## src/verilog/fu_settings.svh

```systemverilog
`ifndef FU_SETTINGS_SVH
`define FU_SETTINGS_SVH

// datapath width in bits
`define FU_WORD_BITS 64

// reorder buffer entries
`define FU_NUM_ROB 16

// physical registers, sets the tag width
`define FU_NUM_PR 32

// multiplier pipeline depth, must divide the word width
`define FU_NUM_MULT_STAGE 4

`endif

```

## src/verilog/fu_pkg.sv

```systemverilog
`include "fu_settings.svh"

package fu_pkg;

  // one data value on the datapath
  typedef logic [`FU_WORD_BITS-1:0] word_t;

  // rob entry index
  typedef logic [$clog2(`FU_NUM_ROB)-1:0] rob_idx_t;

  // physical destination register
  typedef logic [$clog2(`FU_NUM_PR)-1:0] tag_t;

  // 8-bit literal, zero extended when used
  typedef logic [7:0] lit_t;

  // integer operations
  typedef enum logic [4:0] {
    ADDQ,
    SUBQ,
    AND,
    BIC,
    BIS,
    ORNOT,
    XOR,
    EQV,
    SRL,
    SLL,
    SRA,
    CMPULT,
    CMPEQ,
    CMPULE,
    CMPLT,
    CMPLE,
    MULQ
  } fu_func_t;

endpackage

```

## src/verilog/fu_operand_decode.sv

```systemverilog
module fu_operand_decode (
  input  logic             issue_valid,
  input  fu_pkg::fu_func_t issue_func,
  input  fu_pkg::word_t    issue_t2,
  input  logic             issue_use_imm,
  input  fu_pkg::lit_t     issue_lit,
  input  logic             alu_slot_free,
  input  logic             mult_advance,
  output logic             issue_ready,
  output fu_pkg::word_t    opb,
  output logic             alu_load,
  output logic             mult_start
);

  import fu_pkg::*;

  logic is_mult;
  logic accept;

  // operand b: register value or zero-extended literal
  always_comb begin
    if (issue_use_imm) begin
      opb = word_t'(issue_lit);
    end else begin
      opb = issue_t2;
    end
  end

  // only MULQ goes to the multiplier, everything else is single cycle
  assign is_mult = (issue_func == MULQ);

  // ready follows the unit the op needs
  // alu side already accounts for a same-cycle drain
  assign issue_ready = is_mult ? mult_advance : alu_slot_free;

  // handshake completes this edge
  assign accept = issue_valid && issue_ready;

  // exactly one of these per accepted op
  assign alu_load   = accept && !is_mult;
  assign mult_start = accept && is_mult;

endmodule

```

## config.mk

```make
export PLATFORM = sky130hd
export DESIGN_NAME = fu_operand_decode
export DESIGN_NICKNAME = d
export VERILOG_FILES = /design/src/verilog/fu_pkg.sv /design/src/verilog/fu_operand_decode.sv
export VERILOG_INCLUDE_DIRS = /design/src /design/src/verilog
export SDC_FILE = /design/constraint.sdc
export NUM_CORES = 1
export LEC_CHECK = 0
export BUFFER_PORTS_ARGS = -buffer_cell sky130_fd_sc_hd__buf_2
export CAP_MARGIN = 20
export CORE_AREA = 2 2 57 59
export DETAILED_ROUTE_END_ITERATION = 16
export DIE_AREA = 0 0 59 61
export PLACE_DENSITY_LB_ADDON = 0.08
export RECOVER_POWER = 100
export SETUP_SLACK_MARGIN = 0.5
export SYNTH_ARGS = -nofsm -noshare
export SYNTH_HDL_FRONTEND = slang
export SYNTH_SLANG_ARGS = --single-unit
```

## constraint.sdc

```tcl
create_clock -name vclk -period 3.3
set_input_delay 0.66 -clock vclk [all_inputs]
set_output_delay 0.66 -clock vclk [all_outputs]
set_load 0.005 [all_outputs]
```

# ---- Word-level counts from Yosys, hierarchy flattened
# Cells that the tools add are included.
dict set report op_classes {
  n_eq_ne 1
  mux 2
  reduce_logical 4
}
# operator count
set ops {}
lappend ops {{2-to-1 mux 64 bit} 1}
lappend ops {{equality test 5 bit, second input constant} 1}
lappend ops {{logical AND 1 bit} 3}
lappend ops {{zero test 1 bit} 1}
lappend ops {{2-to-1 mux 1 bit} 1}
dict set report totals {
  register_bits 0
  in_bits 81
  out_inout_bits 67
  word_cells 7
}

# ---- Longest topological paths before layout
dict set report depth {
  ltp_word 4
  ltp_mapped 3
  mapped_depth_nobuf 3
}

# ---- Least setup slack after synthesis
# Ideal clock, no wire load.
dict set report synth_timing {
  path_type {in2out}
  startpoint {input issue_use_imm}
  endpoint {output opb[4]}
  t_arrival_ps 1338
  t_required_ps 2640
  setup_slack_ps 1302
  path_stages 3
  path_buffers 2
  cell_sequence {buf_2 > buf_4 > mux2_2}
}
dict set report synth_between {
  elab_chain_cells 1
}
# element line
set synth_rtl {}
lappend synth_rtl {{start, declared} fu_operand_decode.sv:5} ;# input logic issue_use_imm,
lappend synth_rtl {{2-to-1 mux 64 bit} fu_operand_decode.sv:22} ;# if (issue_use_imm) begin
lappend synth_rtl {{end, declared} fu_operand_decode.sv:10} ;# output fu_pkg::word_t opb,
# Every way passes these cells.

# ---- Worst setup path after layout
dict set report layout_timing {
  startpoint {input issue_use_imm}
  endpoint {output opb[28]}
}
# The elaborated chain is that of the path after synthesis.

==> results.cfg <==
[floorplan]
dieArea_mm2 = 0.00360
rows = 20
placeableCoreArea_mm2 = 0.00295
initial_core_util_pct = 17.6
fp.dieW_um = 59
io_pins = 148
die_h_um = 61

[finish]
seq_cells = 0
seqCellArea_um2 = 0
finalNetCount = 301
multiInputGateArea_um2 = 479
nClkBuffers = 0
fillers = 330
num_antenna_cells = 0
final_cells = 251
drive_above_1_share_pct = 51.4
area_growth_pct = 132

[routing]
drt-total-wl_mm = 2.51
num_vias = 1025
drc = 0
drt-pass1-iter-count = 2
routedWlPerCell_um = 10.0
final_antenna_net_count = 0
first_iter_violations = 6
vias_per_cell = 4.08

[placed_design]
gp_congestion = 0.696
pre_cts_slack_ns = 0.831
portBuffers = 148
hpwlAfterDp_mm = 2.24
place_inst = 251

[power_and_ir_drop]
power_density_mw_per_mm2 = 109
peakVddDrop_mv = 0.0414
swShare_pct = 40.0
p_seq_share_pct = 0
switchingPower_mw = 0.0527
p_int_mw = 0.0791
p_leak_nw = 0.634
combPwrFrac_pct = 100.0
clkPwrFrac_pct = 0

[timing]
finalHoldViolCount = 0
setup_violations = 0
tightest_slew_ns = 0.822
maxSlewViolCount = 0
whs_ns = 1.61
period_share_pct = 75.3
fmax_mhz = 403
setup_slack_ns = 0.817
maxSlewHeadroom_pct = 45.2
fin_tns_setup_ns = 0
min_period_ns = 2.48
rsz0062_at_grt = no

[critical_path]
worst_ep_arrival_time_ns = 1.82
critical_path_class = in2out
critPathRequiredTime_ns = 2.64
endpoint_kind = output port
critPathLaunchType = input port
worstPathMaxFanout = 46

[logic_synthesis]
synth_most_common_cell = nor2b_1
syn-cell-area_um2 = 520
yosys_warnings = 0
syn_nets = 157
syn_avg_cell_area_um2 = 6.85
ys_types = 10
synthCells = 76
yosysSeqAreaShare_pct = 0
synth_area_leaders = nor2b_1, mux2_2, clkbuf_1
netlist_top_cells_count = nor2b_1, mux2_2, clkbuf_1
yosysTopAreaCell = nor2b_1
synth_top_area_share_pct = 67.3

[global_routing]
gr-total-overflow = 0
grt_pass1_vias = 825
antenna_found_initial = 0
grt_start_max_net_pins = 47
grt_first_pass_wirelength_mm = 3.21
grtUsageTotal_pct = 11.0

[run_status]
status = completed

[clocking]
ctsHoldBuffers = 0
cts-resized-gates = 0
cts_setup_buffers = 0

[job]
drv_cap = 0

[min_path]
hp-class = in2out
-- worst paths after layout --
path              endpoint     startpoint  slack [ns]  cells after the start
setup / recovery   opb[28]  issue_use_imm        0.82                      4
hold / removal     opb[56]   issue_t2[56]        1.61                      3
-- critical path: stages --
cell and delay (ns):
clkbuf_2 0.62, buf_4 0.35, nor2b_1 0.06, buf_2 0.13
-- cell families after synthesis --
family | synth area share, %
buffers and inverters | 6.01
muxes | 20.2
and+or+nand+nor | 73.8
-- placed cells by master, fill, tap and decap left out --
| cell type | n |
|---|---|
| and3_2 | 1 |
| and4_2 | 1 |
| buf_2 | 90 |
| buf_4 | 1 |
| clkbuf_1 | 47 |
| clkbuf_2 | 11 |
| mux2_1 | 1 |
| mux2_2 | 8 |
| nand2_1 | 1 |
| nor2b_1 | 56 |
| nor4_1 | 1 |
-- power by group through the flow --
stage / registers [mW] / logic [mW] / clock network (mW)
finish: 0 / 0.132 / 0
global route: 0 / 0.147 / 0
CTS: 0 / 0.142 / 0
detailed placement: 0 / 0.141 / 0
global placement: 0 / 0.140 / 0
floorplan: 0 / 0.0552 / 0
-- area by class of cell --
type | instances | share of cell area, %
multi-input cells | 69 | 39.6
repair buffers | 149 | 57.0
well taps | 33 | 3.41
-- through the flow --
step / utilization, % / cell area (µm²) / total power, mW
floorplan: - / 520 / 0.0552
global placement: 43.3 / 1280 / 0.140
detailed placement: 43.3 / 1280 / 0.141
CTS: 43.3 / 1280 / 0.142
global route: 41.0 / 1210 / 0.147
finish: 41.0 / 1210 / 0.132
-- routing by layer --
metal / GRT usage (%) / up-vias / wire length (µm)
met5: 0 / - / 0
met4: 0 / 0 / 0
met3: 0.853 / 0 / 297
met2: 26.0 / 77 / 1410
met1: 10.2 / 429 / 807
li1: - / 519 / -
No activity file was read; power rests on OpenSTA's default activity.
