`src/verilog/fu_settings.svh`:
```
`ifndef FU_SETTINGS_SVH
`define FU_SETTINGS_SVH

// datapath width in bits
`define FU_WORD_BITS 64

// reorder buffer entries
`define FU_NUM_ROB 16

// physical registers, sets the tag width
`define FU_NUM_PR 32

// multiplier pipeline depth, must divide the word width
`define FU_NUM_MULT_STAGE 4

`endif

```
`src/verilog/fu_pkg.sv`:
```
`include "fu_settings.svh"

package fu_pkg;

  // one data value on the datapath
  typedef logic [`FU_WORD_BITS-1:0] word_t;

  // rob entry index
  typedef logic [$clog2(`FU_NUM_ROB)-1:0] rob_idx_t;

  // physical destination register
  typedef logic [$clog2(`FU_NUM_PR)-1:0] tag_t;

  // 8-bit literal, zero extended when used
  typedef logic [7:0] lit_t;

  // integer operations
  typedef enum logic [4:0] {
    ADDQ,
    SUBQ,
    AND,
    BIC,
    BIS,
    ORNOT,
    XOR,
    EQV,
    SRL,
    SLL,
    SRA,
    CMPULT,
    CMPEQ,
    CMPULE,
    CMPLT,
    CMPLE,
    MULQ
  } fu_func_t;

endpackage

```
`src/verilog/cdb_arbiter.sv`:
```
module cdb_arbiter (
  input  logic             clock,
  input  logic             reset,
  input  logic             alu_load,
  input  fu_pkg::word_t    alu_result,
  input  fu_pkg::tag_t     alu_tag,
  input  fu_pkg::rob_idx_t alu_rob,
  input  logic             mult_valid,
  input  fu_pkg::word_t    mult_value,
  input  fu_pkg::tag_t     mult_tag,
  input  fu_pkg::rob_idx_t mult_rob,
  input  logic             rollback_en,
  input  fu_pkg::rob_idx_t rollback_idx,
  input  logic             cdb_ready,
  output logic             alu_slot_free,
  output logic             mult_take,
  output logic             cdb_valid,
  output fu_pkg::word_t    cdb_value,
  output fu_pkg::tag_t     cdb_tag,
  output fu_pkg::rob_idx_t cdb_rob
);

  import fu_pkg::*;

  logic     alu_full, mult_full, alu_sticky;
  word_t    alu_val_q, mult_val_q;
  tag_t     alu_tag_q, mult_tag_q;
  rob_idx_t alu_rob_q, mult_rob_q;
  logic     sel_mult, alu_drain, mult_drain, alu_kill, mult_kill;

  // mult first, unless an alu result is already stuck on the bus
  assign sel_mult = mult_full && !(alu_sticky && alu_full);

  assign cdb_valid = alu_full || mult_full;
  assign cdb_value = sel_mult ? mult_val_q : alu_val_q;
  assign cdb_tag   = sel_mult ? mult_tag_q : alu_tag_q;
  assign cdb_rob   = sel_mult ? mult_rob_q : alu_rob_q;

  assign mult_drain = mult_full && sel_mult && cdb_ready;
  assign alu_drain  = alu_full && !sel_mult && cdb_ready;
  assign mult_kill  = rollback_en && (mult_rob_q == rollback_idx);
  assign alu_kill   = rollback_en && (alu_rob_q == rollback_idx);

  // free now or emptied at this edge
  assign alu_slot_free = !alu_full || alu_drain;
  assign mult_take     = mult_valid && (!mult_full || mult_drain);

  always_ff @(posedge clock) begin
    if (reset) begin
      alu_full   <= 1'b0;
      mult_full  <= 1'b0;
      alu_sticky <= 1'b0;
    end else begin
      // a load on the same edge wins over any clear
      alu_full   <= alu_load || (alu_full && !alu_drain && !alu_kill);
      mult_full  <= mult_take || (mult_full && !mult_drain && !mult_kill);
      // alu result shown but not taken keeps the bus next cycle
      alu_sticky <= cdb_valid && !sel_mult && !cdb_ready;
    end
  end

  // result payloads
  always_ff @(posedge clock) begin
    if (alu_load) begin
      alu_val_q <= alu_result;
      alu_tag_q <= alu_tag;
      alu_rob_q <= alu_rob;
    end
    if (mult_take) begin
      mult_val_q <= mult_value;
      mult_tag_q <= mult_tag;
      mult_rob_q <= mult_rob;
    end
  end

endmodule

```
`config.mk`:
```
export PLATFORM = sky130hd
export DESIGN_NAME = cdb_arbiter
export DESIGN_NICKNAME = d
export VERILOG_FILES = /design/src/verilog/fu_pkg.sv /design/src/verilog/cdb_arbiter.sv
export VERILOG_INCLUDE_DIRS = /design/src /design/src/verilog
export SDC_FILE = /design/constraint.sdc
export NUM_CORES = 1
export LEC_CHECK = 0
export ABC_AREA = 1
export ABC_CLOCK_PERIOD_IN_PS = 2400
export BUFFER_PORTS_ARGS = -buffer_cell sky130_fd_sc_hd__clkbuf_2
export CORE_ASPECT_RATIO = 1.4
export CORE_MARGIN = 3
export CORE_UTILIZATION = 43
export DETAILED_ROUTE_END_ITERATION = 16
export GPL_TIMING_DRIVEN = 0
export HOLD_SLACK_MARGIN = 0.1
export PLACE_DENSITY_LB_ADDON = 0.2
export SYNTH_ARGS = -nofsm -noshare
export SYNTH_HDL_FRONTEND = slang
export SYNTH_SLANG_ARGS = --single-unit
```
`constraint.sdc`:
```
create_clock -name clock -period 2.4 [get_ports clock]
set_input_delay 0.36 -clock clock [delete_from_list [all_inputs] [get_ports clock]]
set_output_delay 0.36 -clock clock [all_outputs]
set_load 0.01 [all_outputs]
```
Word-level counts from Yosys, hierarchy flattened:

Cells that the tools add are included.

* logic and storage cells: 43
* input port bits: 156
* register bits after elaboration: 149

* reduce and logical (&&, ||, !) cells: 29
* multiplexer cells: 3
* equal/unequal tests: 2

Operators with widths (number)
* $mux 64: 1
* $logic_and 1x1->1: 15
* $logic_not 1->1: 9
* $eq 4x4->1: 2
* $logic_or 1x1->1: 5
* $mux 5: 1
* $mux 4: 1

Logic depth before layout (Yosys ltp):

Gate-level depths: netlist (run 1).

* depth after elaboration: 10
* mapped depth: 7

Least setup slack after synthesis (run 1):

No wires, ideal clock.

* path type: register to register
* start point: register alu_full
* end point: register mult_rob_q[0], enable pin
* cell stages (with the launch flop): 6
* arrival time: 2029 ps
* data required time: 1970 ps
* path slack: -58 ps
* buffers on the path: 0
* clock period less this slack: 2458 ps
* setup time: 430 ps
* path through: dfxtp_1 nand2_1 nand2_1 nand2_1 nand2_1 inv_1

* word-level cells in the longest chain between the ends: 7

Ends and longest elaborated chain
* start, declared: line cdb_arbiter.sv:25 `logic alu_full, mult_full, alu_sticky;`
* start signal, assigned: line cdb_arbiter.sv:55 `alu_full <= alu_load || (alu_full && !alu_drain && !alu_kill);`
* $logic_and 1x1->1: line cdb_arbiter.sv:32 `assign sel_mult = mult_full && !(alu_sticky && alu_full);`
* $logic_not 1->1: line cdb_arbiter.sv:32
* $logic_and 1x1->1: line cdb_arbiter.sv:32
* $logic_and 1x1->1 (2 in a row): line cdb_arbiter.sv:39 `assign mult_drain = mult_full && sel_mult && cdb_ready;`
* $logic_or 1x1->1: line cdb_arbiter.sv:46 `assign mult_take = mult_valid && (!mult_full || mult_drain);`
* $logic_and 1x1->1: line cdb_arbiter.sv:46
* net mult_take: line cdb_arbiter.sv:16 `output logic mult_take,`
* end signal, assigned: line cdb_arbiter.sv:72 `mult_rob_q <= mult_rob;`
* end, declared: line cdb_arbiter.sv:28 `rob_idx_t alu_rob_q, mult_rob_q;`

The timed path passes the listed nets, and every way through them passes these cells.
A chain may end at the register's enable or synchronous reset.

Final worst setup path (run 1):

* start point: register alu_full
* end point: output port mult_take

* word-level cells in the longest chain between the ends: 7

Ends and longest elaborated chain (line)
* $logic_and 1x1->1: cdb_arbiter.sv:32
* $logic_not 1->1: cdb_arbiter.sv:32
* $logic_and 1x1->1: cdb_arbiter.sv:32
* $logic_and 1x1->1 (2 in a row): cdb_arbiter.sv:39
* $logic_or 1x1->1: cdb_arbiter.sv:46
* $logic_and 1x1->1: cdb_arbiter.sv:46
* end, declared: cdb_arbiter.sv:16

Every way passes these cells.

==> flow_summary.toml, run 1 <==
[outcome]
outcome = "completed"

[yosys]
yosysWarningCount = 0
mappedNetlistArea_um2 = 5580
synth_sequential_area_ratio_pct = 79.7
post-synth-top-area-cell = "sky130_fd_sc_hd__edfxtp_1"
ys_seq_elements = 149
synth_area_leaders = "sky130_fd_sc_hd__edfxtp_1 79%, sky130_fd_sc_hd__nand2_1 15%, sky130_fd_sc_hd__dfxtp_1 1.1%"
postSynthCellCount = 427
mappedNetlistNets = 583
synth.distinct_cells = 16
syn_area_per_cell_um2 = 13.1
synth_top_cell_area_share_pct = 78.6

[setup_path]
r2r_setup_slack_ps = 870
critical_path.startpoint_type = "flop"
r2r_cells = 6
cp_common_cell = "sky130_fd_sc_hd__nand2_1"
cp.arrival_ps = 1830
critPathTopFamily = "buffers and inverters"
worst_path_largest_cell_delay_ps = 340
worstPathMaxFanout = 31
worst_ep_required_time_ps = 2040
worstReg2RegStart = "alu_full"
worst_setup_path_end_kind = "output pin"
timing.critical_path.cells = "nand2_1 > nand2_1 > nand2_1 > nand2_1 > clkinvlp_4 > buf_12 > clkbuf_2"
critical_path.reg2reg.endpoint = "mult_val_q[1]"
crit_path_top_delay_cell = "sky130_fd_sc_hd__dfxtp_1"
timing_worst_setup_path_type = "flop to output pin"
worstPathBufferInverterCount = 3

[power]
fraction_of_power_consumed_by_the_clock_network_pct = 41.9
vdd.ir_drop.worst_mv = 0.551
totalPowerFinal_mw = 6.54
p_leak_nw = 3.57
comb_power_share_pct = 10.5
power.internal_mw = 5.10
power_switching_mw = 1.44
swShare_pct = 22.0
power_per_cell_area_nw_per_um2 = 858
sequentialPowerShare_pct = 47.6

[placed_design]
placed_cells = 811
place_congestion = 0.749
io_buffer_count = 231
place.detailed.hpwl_um = 9570

[cts]
numClockSinks = 149
cts_htree_levels = 4
post_cts_buffers = 0
cts_root_buf = "sky130_fd_sc_hd__clkbuf_16"
clkTransAtPathRegs_ps = 60
clk-insertion-delay-late_ps = 410
max-clock-path-buffers = 2
cts_tree = "yes"
cts_inserted_buffers = 17

[die]
die_height_um = 141
design.portCount = 232
rows = 48
total_die_area_um2 = 14400
core_region_area_um2 = 12500
die_width_um = 102
start_util_pct = 44.7

[final_layout]
most-common-layout-cells = "230 x sky130_fd_sc_hd__clkbuf_2, 229 x sky130_fd_sc_hd__nand2_1, 146 x sky130_fd_sc_hd__edfxtp_1"
area_growth_syn_to_layout_pct = 36.5
final_cells = 844
num-nets-final = 837
utilization_pct = 61.0
final_common_cell = "sky130_fd_sc_hd__clkbuf_2"
post_route_cells_drive_above_1_share_pct = 40.5
diodes = 0

[timing]
clock_skew_ps = 7.17
hold-worst-slack_ps = 122
finalWorstPathRequiredPeriod_ps = 2190
setup_viol_count_final = 0
unrepaired_setup_endpoints_after_global_routing = "no"
tightestPinTransition_ps = 385
timing.final.max_slew_violations = 0
worst_relative_slew_slack_pct = 74.3
post-route-period-util_pct = 91.1
clock.fmax_mhz = 457
timing_hold_violations_final = 0

[global_route]
grt_pass1_vias = 4078
grt_first_pass_wirelength_um = 19400
grt_antenna_before_repair = 0
global_route.usage.total_pct = 18.0
grt_start_max_net_pins = 51
overflow = 0

[route]
detail_route.wirelength_um = 12900
via_count = 3873
number_of_vias_per_cell = 4.59
routedWlPerCell_um = 15.2
detailed_router_iteration_count_before_antenna_repair = 4
antenna_left = 0
post-route-drc-count = 0
detailed_router_s_first_iteration_violation_count = 150

[hold_path]
hold_endpoint = "mult_val_q[5]"
worstHoldPathType = "input port to flop"
hold_path_startpoint = "mult_value[5]"
hold_path_cell_cnt = 1

[run]
cap_viol_max_count = 0
==> synthesized netlist by cell type, drive strengths merged <==
cell,number
a21oi,3
buf,15
dfxtp,3
edfxtp,146
inv,13
nand2,230
nand3,2
nor2,4
nor4,1
o21ai,7
or2,1
xor2,2
==> worst register-to-register path, delay by kind of cell, from the launching register on <==
family	cells	cell delay [ps]
buffers and inverters	2	570
DFF	1	340
and+or+nand+nor	4	350
==> what timing repair did <==
action | CTS | global route
gates resized for setup | 0 | 0
endpoints found under the hold margin | 0 | 1
hold buffers | 0 | 1
==> per-layer routing <==
| metal | part of all wire, % | global-route usage, % | routed length [um] |
|---|---|---|---|
| met3 | 7.5 | 6.34 | 963 |
| met5 | 0 | 0 | 0 |
| met1 | 36 | 18.4 | 4590 |
| met4 | 3.2 | 7.95 | 416 |
| met2 | 54 | 32.4 | 6880 |
==> logic make-up (layout without fill, tap and decap cells) <==
group / after synthesis / after routing / synth area share (%)
flip-flops: 149 / 149 / 79.7
XOR/XNOR: 2 / 2 / 0.314
buffers and inverters: 28 / 295 / 2.92
AO/OA/AOI/OAI: 10 / 10 / 0.897
AND/OR/NAND/NOR: 238 / 238 / 16.2
==> power groups by stage <==
stage	clock (mW)	combinational (mW)	sequential, mW
after global routing	2.89	0.767	3.13
after detailed placement	0	0.696	3.17
after floorplan	0	0.317	3.16
after global placement	0	0.664	3.17
final	2.74	0.685	3.11
after CTS	2.79	0.699	3.12
==> worst max-delay path by stage <==
stage | startpoint | endpoint | slack [ps] | depth (start not counted)
finish | alu_full | mult_take | 210 | 7
global route | alu_full | mult_take | 50 | 7
CTS | alu_full | mult_take | 160 | 7
detailed placement | cdb_ready | mult_take | 560 | 7
global placement | cdb_ready | mult_take | -470 | 6
floorplan | alu_full | mult_rob_q[0] | 290 | 5
==> metrics by stage <==
step	worst slack, ps	cell area, um2	TNS, ps
2_1_floorplan	293	5580	0
3_3_place_gp	-468	6930	-28870
3_5_place_dp	564	7000	0
4_1_cts	160	7610	0
5_1_grt	50.9	7620	0
6_report	214	7620	0
==> state kept, by name, summed over array words and instances (netlist names) <==
signal	cells
alu_sticky	1
mult_full	1
alu_val_q	64
mult_val_q	64
alu_full	1
alu_rob_q	4
mult_tag_q	5
mult_rob_q	4
alu_tag_q	5
==> area by class of cell <==
class                      instances  area (um2)
clock inverter                    13         178
sequential                       149        4440
inverter                          13        52.6
clock buffer                      19         433
multi-input combinational        250         971
timing repair buffer             235        1240
buffer                            15         114
fill                            1056        4880
tap                              150         188
(Power assumes the default switching activity.)
==> run 2, diff against run 1 <==
--- a/config.mk
+++ b/config.mk
@@ -6,12 +6,11 @@
 export SDC_FILE = /design/constraint.sdc
 export NUM_CORES = 1
 export LEC_CHECK = 0
-export ABC_AREA = 1
 export ABC_CLOCK_PERIOD_IN_PS = 2400
 export BUFFER_PORTS_ARGS = -buffer_cell sky130_fd_sc_hd__clkbuf_2
 export CORE_ASPECT_RATIO = 1.4
 export CORE_MARGIN = 3
-export CORE_UTILIZATION = 43
+export CORE_UTILIZATION = 44
 export DETAILED_ROUTE_END_ITERATION = 16
 export GPL_TIMING_DRIVEN = 0
 export HOLD_SLACK_MARGIN = 0.1
==> flow_summary.toml, run 2 <==
[power]
p_leak_nw = 3.38
vdd.ir_drop.worst_mv = 0.514
totalPowerFinal_mw = 6.57
power_per_cell_area_nw_per_um2 = 836

[cts]
cts_hold_buffers = 0
cts_tree = "yes"
max-clock-path-buffers = 2
post_cts_resized = 0
cts_root_buf = "sky130_fd_sc_hd__clkbuf_16"
clkTransAtPathRegs_ps = 60
cts_inserted_buffers = 17
cts_htree_levels = 4
clk-insertion-delay-late_ps = 400
post_cts_buffers = 1
numClockSinks = 149

[die]
start_util_pct = 45.2
rows = 49
total_die_area_um2 = 14700
die_width_um = 103
die_height_um = 142
design.portCount = 232
core_region_area_um2 = 12900

[route]
detailed_router_s_first_iteration_violation_count = 96
antenna_left = 0
post-route-drc-count = 0
via_count = 3183
detail_route.wirelength_um = 11700
routedWlPerCell_um = 17.4
number_of_vias_per_cell = 4.73
detailed_router_iteration_count_before_antenna_repair = 4

[placed_design]
detailedPlace.worstSlack_ps = 117
io_buffer_count = 231
place_congestion = 0.732
place.detailed.hpwl_um = 8700

[setup_path]
worst_setup_path_end_kind = "output pin"
worstPathMaxFanout = 10
worst_ep_required_time_ps = 2040
critical_path.startpoint_type = "flop"
r2r_setup_slack_ps = 710
cp.arrival_ps = 1800
timing_worst_setup_path_type = "flop to output pin"

[yosys]
yosysWarningCount = 0
synth_flop_cell = "sky130_fd_sc_hd__edfxtp_1"
ys_seq_elements = 149
mappedNetlistNets = 411
syn_area_per_cell_um2 = 22.8
synth_sequential_area_ratio_pct = 76.3
synth.distinct_cells = 21
synth_area_leaders = "sky130_fd_sc_hd__edfxtp_1 75%, sky130_fd_sc_hd__mux2_4 15%, sky130_fd_sc_hd__mux2_2 2.7%"
synth_top_cell_area_share_pct = 75.3
post-synth-top-area-cell = "sky130_fd_sc_hd__edfxtp_1"
mappedNetlistArea_um2 = 5830
synth_commonest_cells = "146 x sky130_fd_sc_hd__edfxtp_1, 59 x sky130_fd_sc_hd__mux2_4, 14 x sky130_fd_sc_hd__mux2_2, 7 x sky130_fd_sc_hd__buf_12, 6 x sky130_fd_sc_hd__xor2_1"
postSynthCellCount = 255
synth_most_common_cell = "sky130_fd_sc_hd__edfxtp_1"
number_of_enable_flip_flop_cells_after_synthesis = 146
asyncSetResetFlopFracSynth_pct = 0

[global_route]
grt_antenna_before_repair = 0
grt_first_pass_wirelength_um = 17000
global_route.usage.met1_pct = 15.6
grt_start_max_net_pins = 40
global_route.usage.met3_pct = 5.39
peak_usage_layer_in_the_global_routing_report = "met2"
grt_util_met2_pct = 29.3
global_route.usage.total_pct = 15.9
overflow = 0
grt_pass1_vias = 3504

[timing]
post-route-period-util_pct = 90.1
timing_hold_violations_final = 0
clock.fmax_mhz = 462
setup_viol_count_final = 0
timing.final.ws_setup_ps = 237
timing.final.max_slew_violations = 0
unrepaired_setup_endpoints_after_global_routing = "no"
tightestPinTransition_ps = 552
worst_relative_slew_slack_pct = 63.2
clock_skew_ps = 4.66
finalWorstPathRequiredPeriod_ps = 2160
fin_tns_setup_ps = 0

[outcome]
outcome = "completed"

[final_layout]
area_growth_syn_to_layout_pct = 34.9
num-nets-final = 665
post_route_cells_drive_above_1_share_pct = 67.1
fill_cells = 982
utilization_pct = 61.0
most-common-layout-cells = "230 x sky130_fd_sc_hd__clkbuf_2, 146 x sky130_fd_sc_hd__edfxtp_1, 59 x sky130_fd_sc_hd__mux2_4"
biggestRegsByFlops = "alu_val_q x64, mult_val_q x64"
diodes = 0
final_common_cell = "sky130_fd_sc_hd__clkbuf_2"

[hold_path]
worstHoldPathType = "input port to flop"

[run]
cap_viol_max_count = 0
run 2: report_power, final:
part / leakage, nW / switching, mW / internal, mW
registers: 1.45 / 0.0515 / 3.07
clock network: 0.289 / 0.984 / 1.73
logic: 1.64 / 0.323 / 0.418
run 2: cell families (layout without fill, tap and decap cells):
group	count (synthesis)	in the layout	share of synthesized area, %
and+or+nand+nor	9	9	0.967
buffers and inverters	10	275	2.66
xor gates and xnor gates	8	8	1.20
DFF	149	149	76.3
AOI/OAI and AO/OA	6	6	0.966
muxes	73	73	17.9
run 2: stage by stage:
stage	std cells	area (um2)	hold slack, ps
3_3_place_gp	639	7180	537
5_1_grt	673	7860	101
2_1_floorplan	255	5830	432
4_1_cts	673	7860	108
3_5_place_dp	642	7240	539
6_report	673	7860	128
run 2: path summary, 6_finish.rpt:
kind	from	end	cells after the start
min	mult_value[17]	mult_val_q[17]	1
max	mult_full	cdb_value[50]	5
min reg2reg	mult_full	mult_full	2
max reg2reg	alu_sticky	mult_val_q[58]	5
run 2: critical path: stages, from the launching register on:
cell and delay, ps:
sky130_fd_sc_hd__dfxtp_1 380, sky130_fd_sc_hd__a21boi_4 230, sky130_fd_sc_hd__buf_12 190, sky130_fd_sc_hd__buf_12 160, sky130_fd_sc_hd__mux2_4 300, sky130_fd_sc_hd__clkbuf_2 140
run 2: layout make-up:
class                           instances  area, um2  share of cell area [%]
Clock inverter                         13        183                    2.32
Tap cell                              153        191                    2.44
Timing Repair Buffer                  235       1230                    15.6
Inverter                                2       7.51                  0.0955
Multi-Input combinational cell         96       1230                    15.7
Buffer                                  8        148                    1.88
Clock buffer                           17        425                    5.41
Sequential cell                       149       4440                    56.6
run 2: metal layers:
metal	vias up	share of wire, %
met5	-	0
met3	24	6.0
met2	131	57
li1	1513	-
met4	0	2.8
met1	1515	34
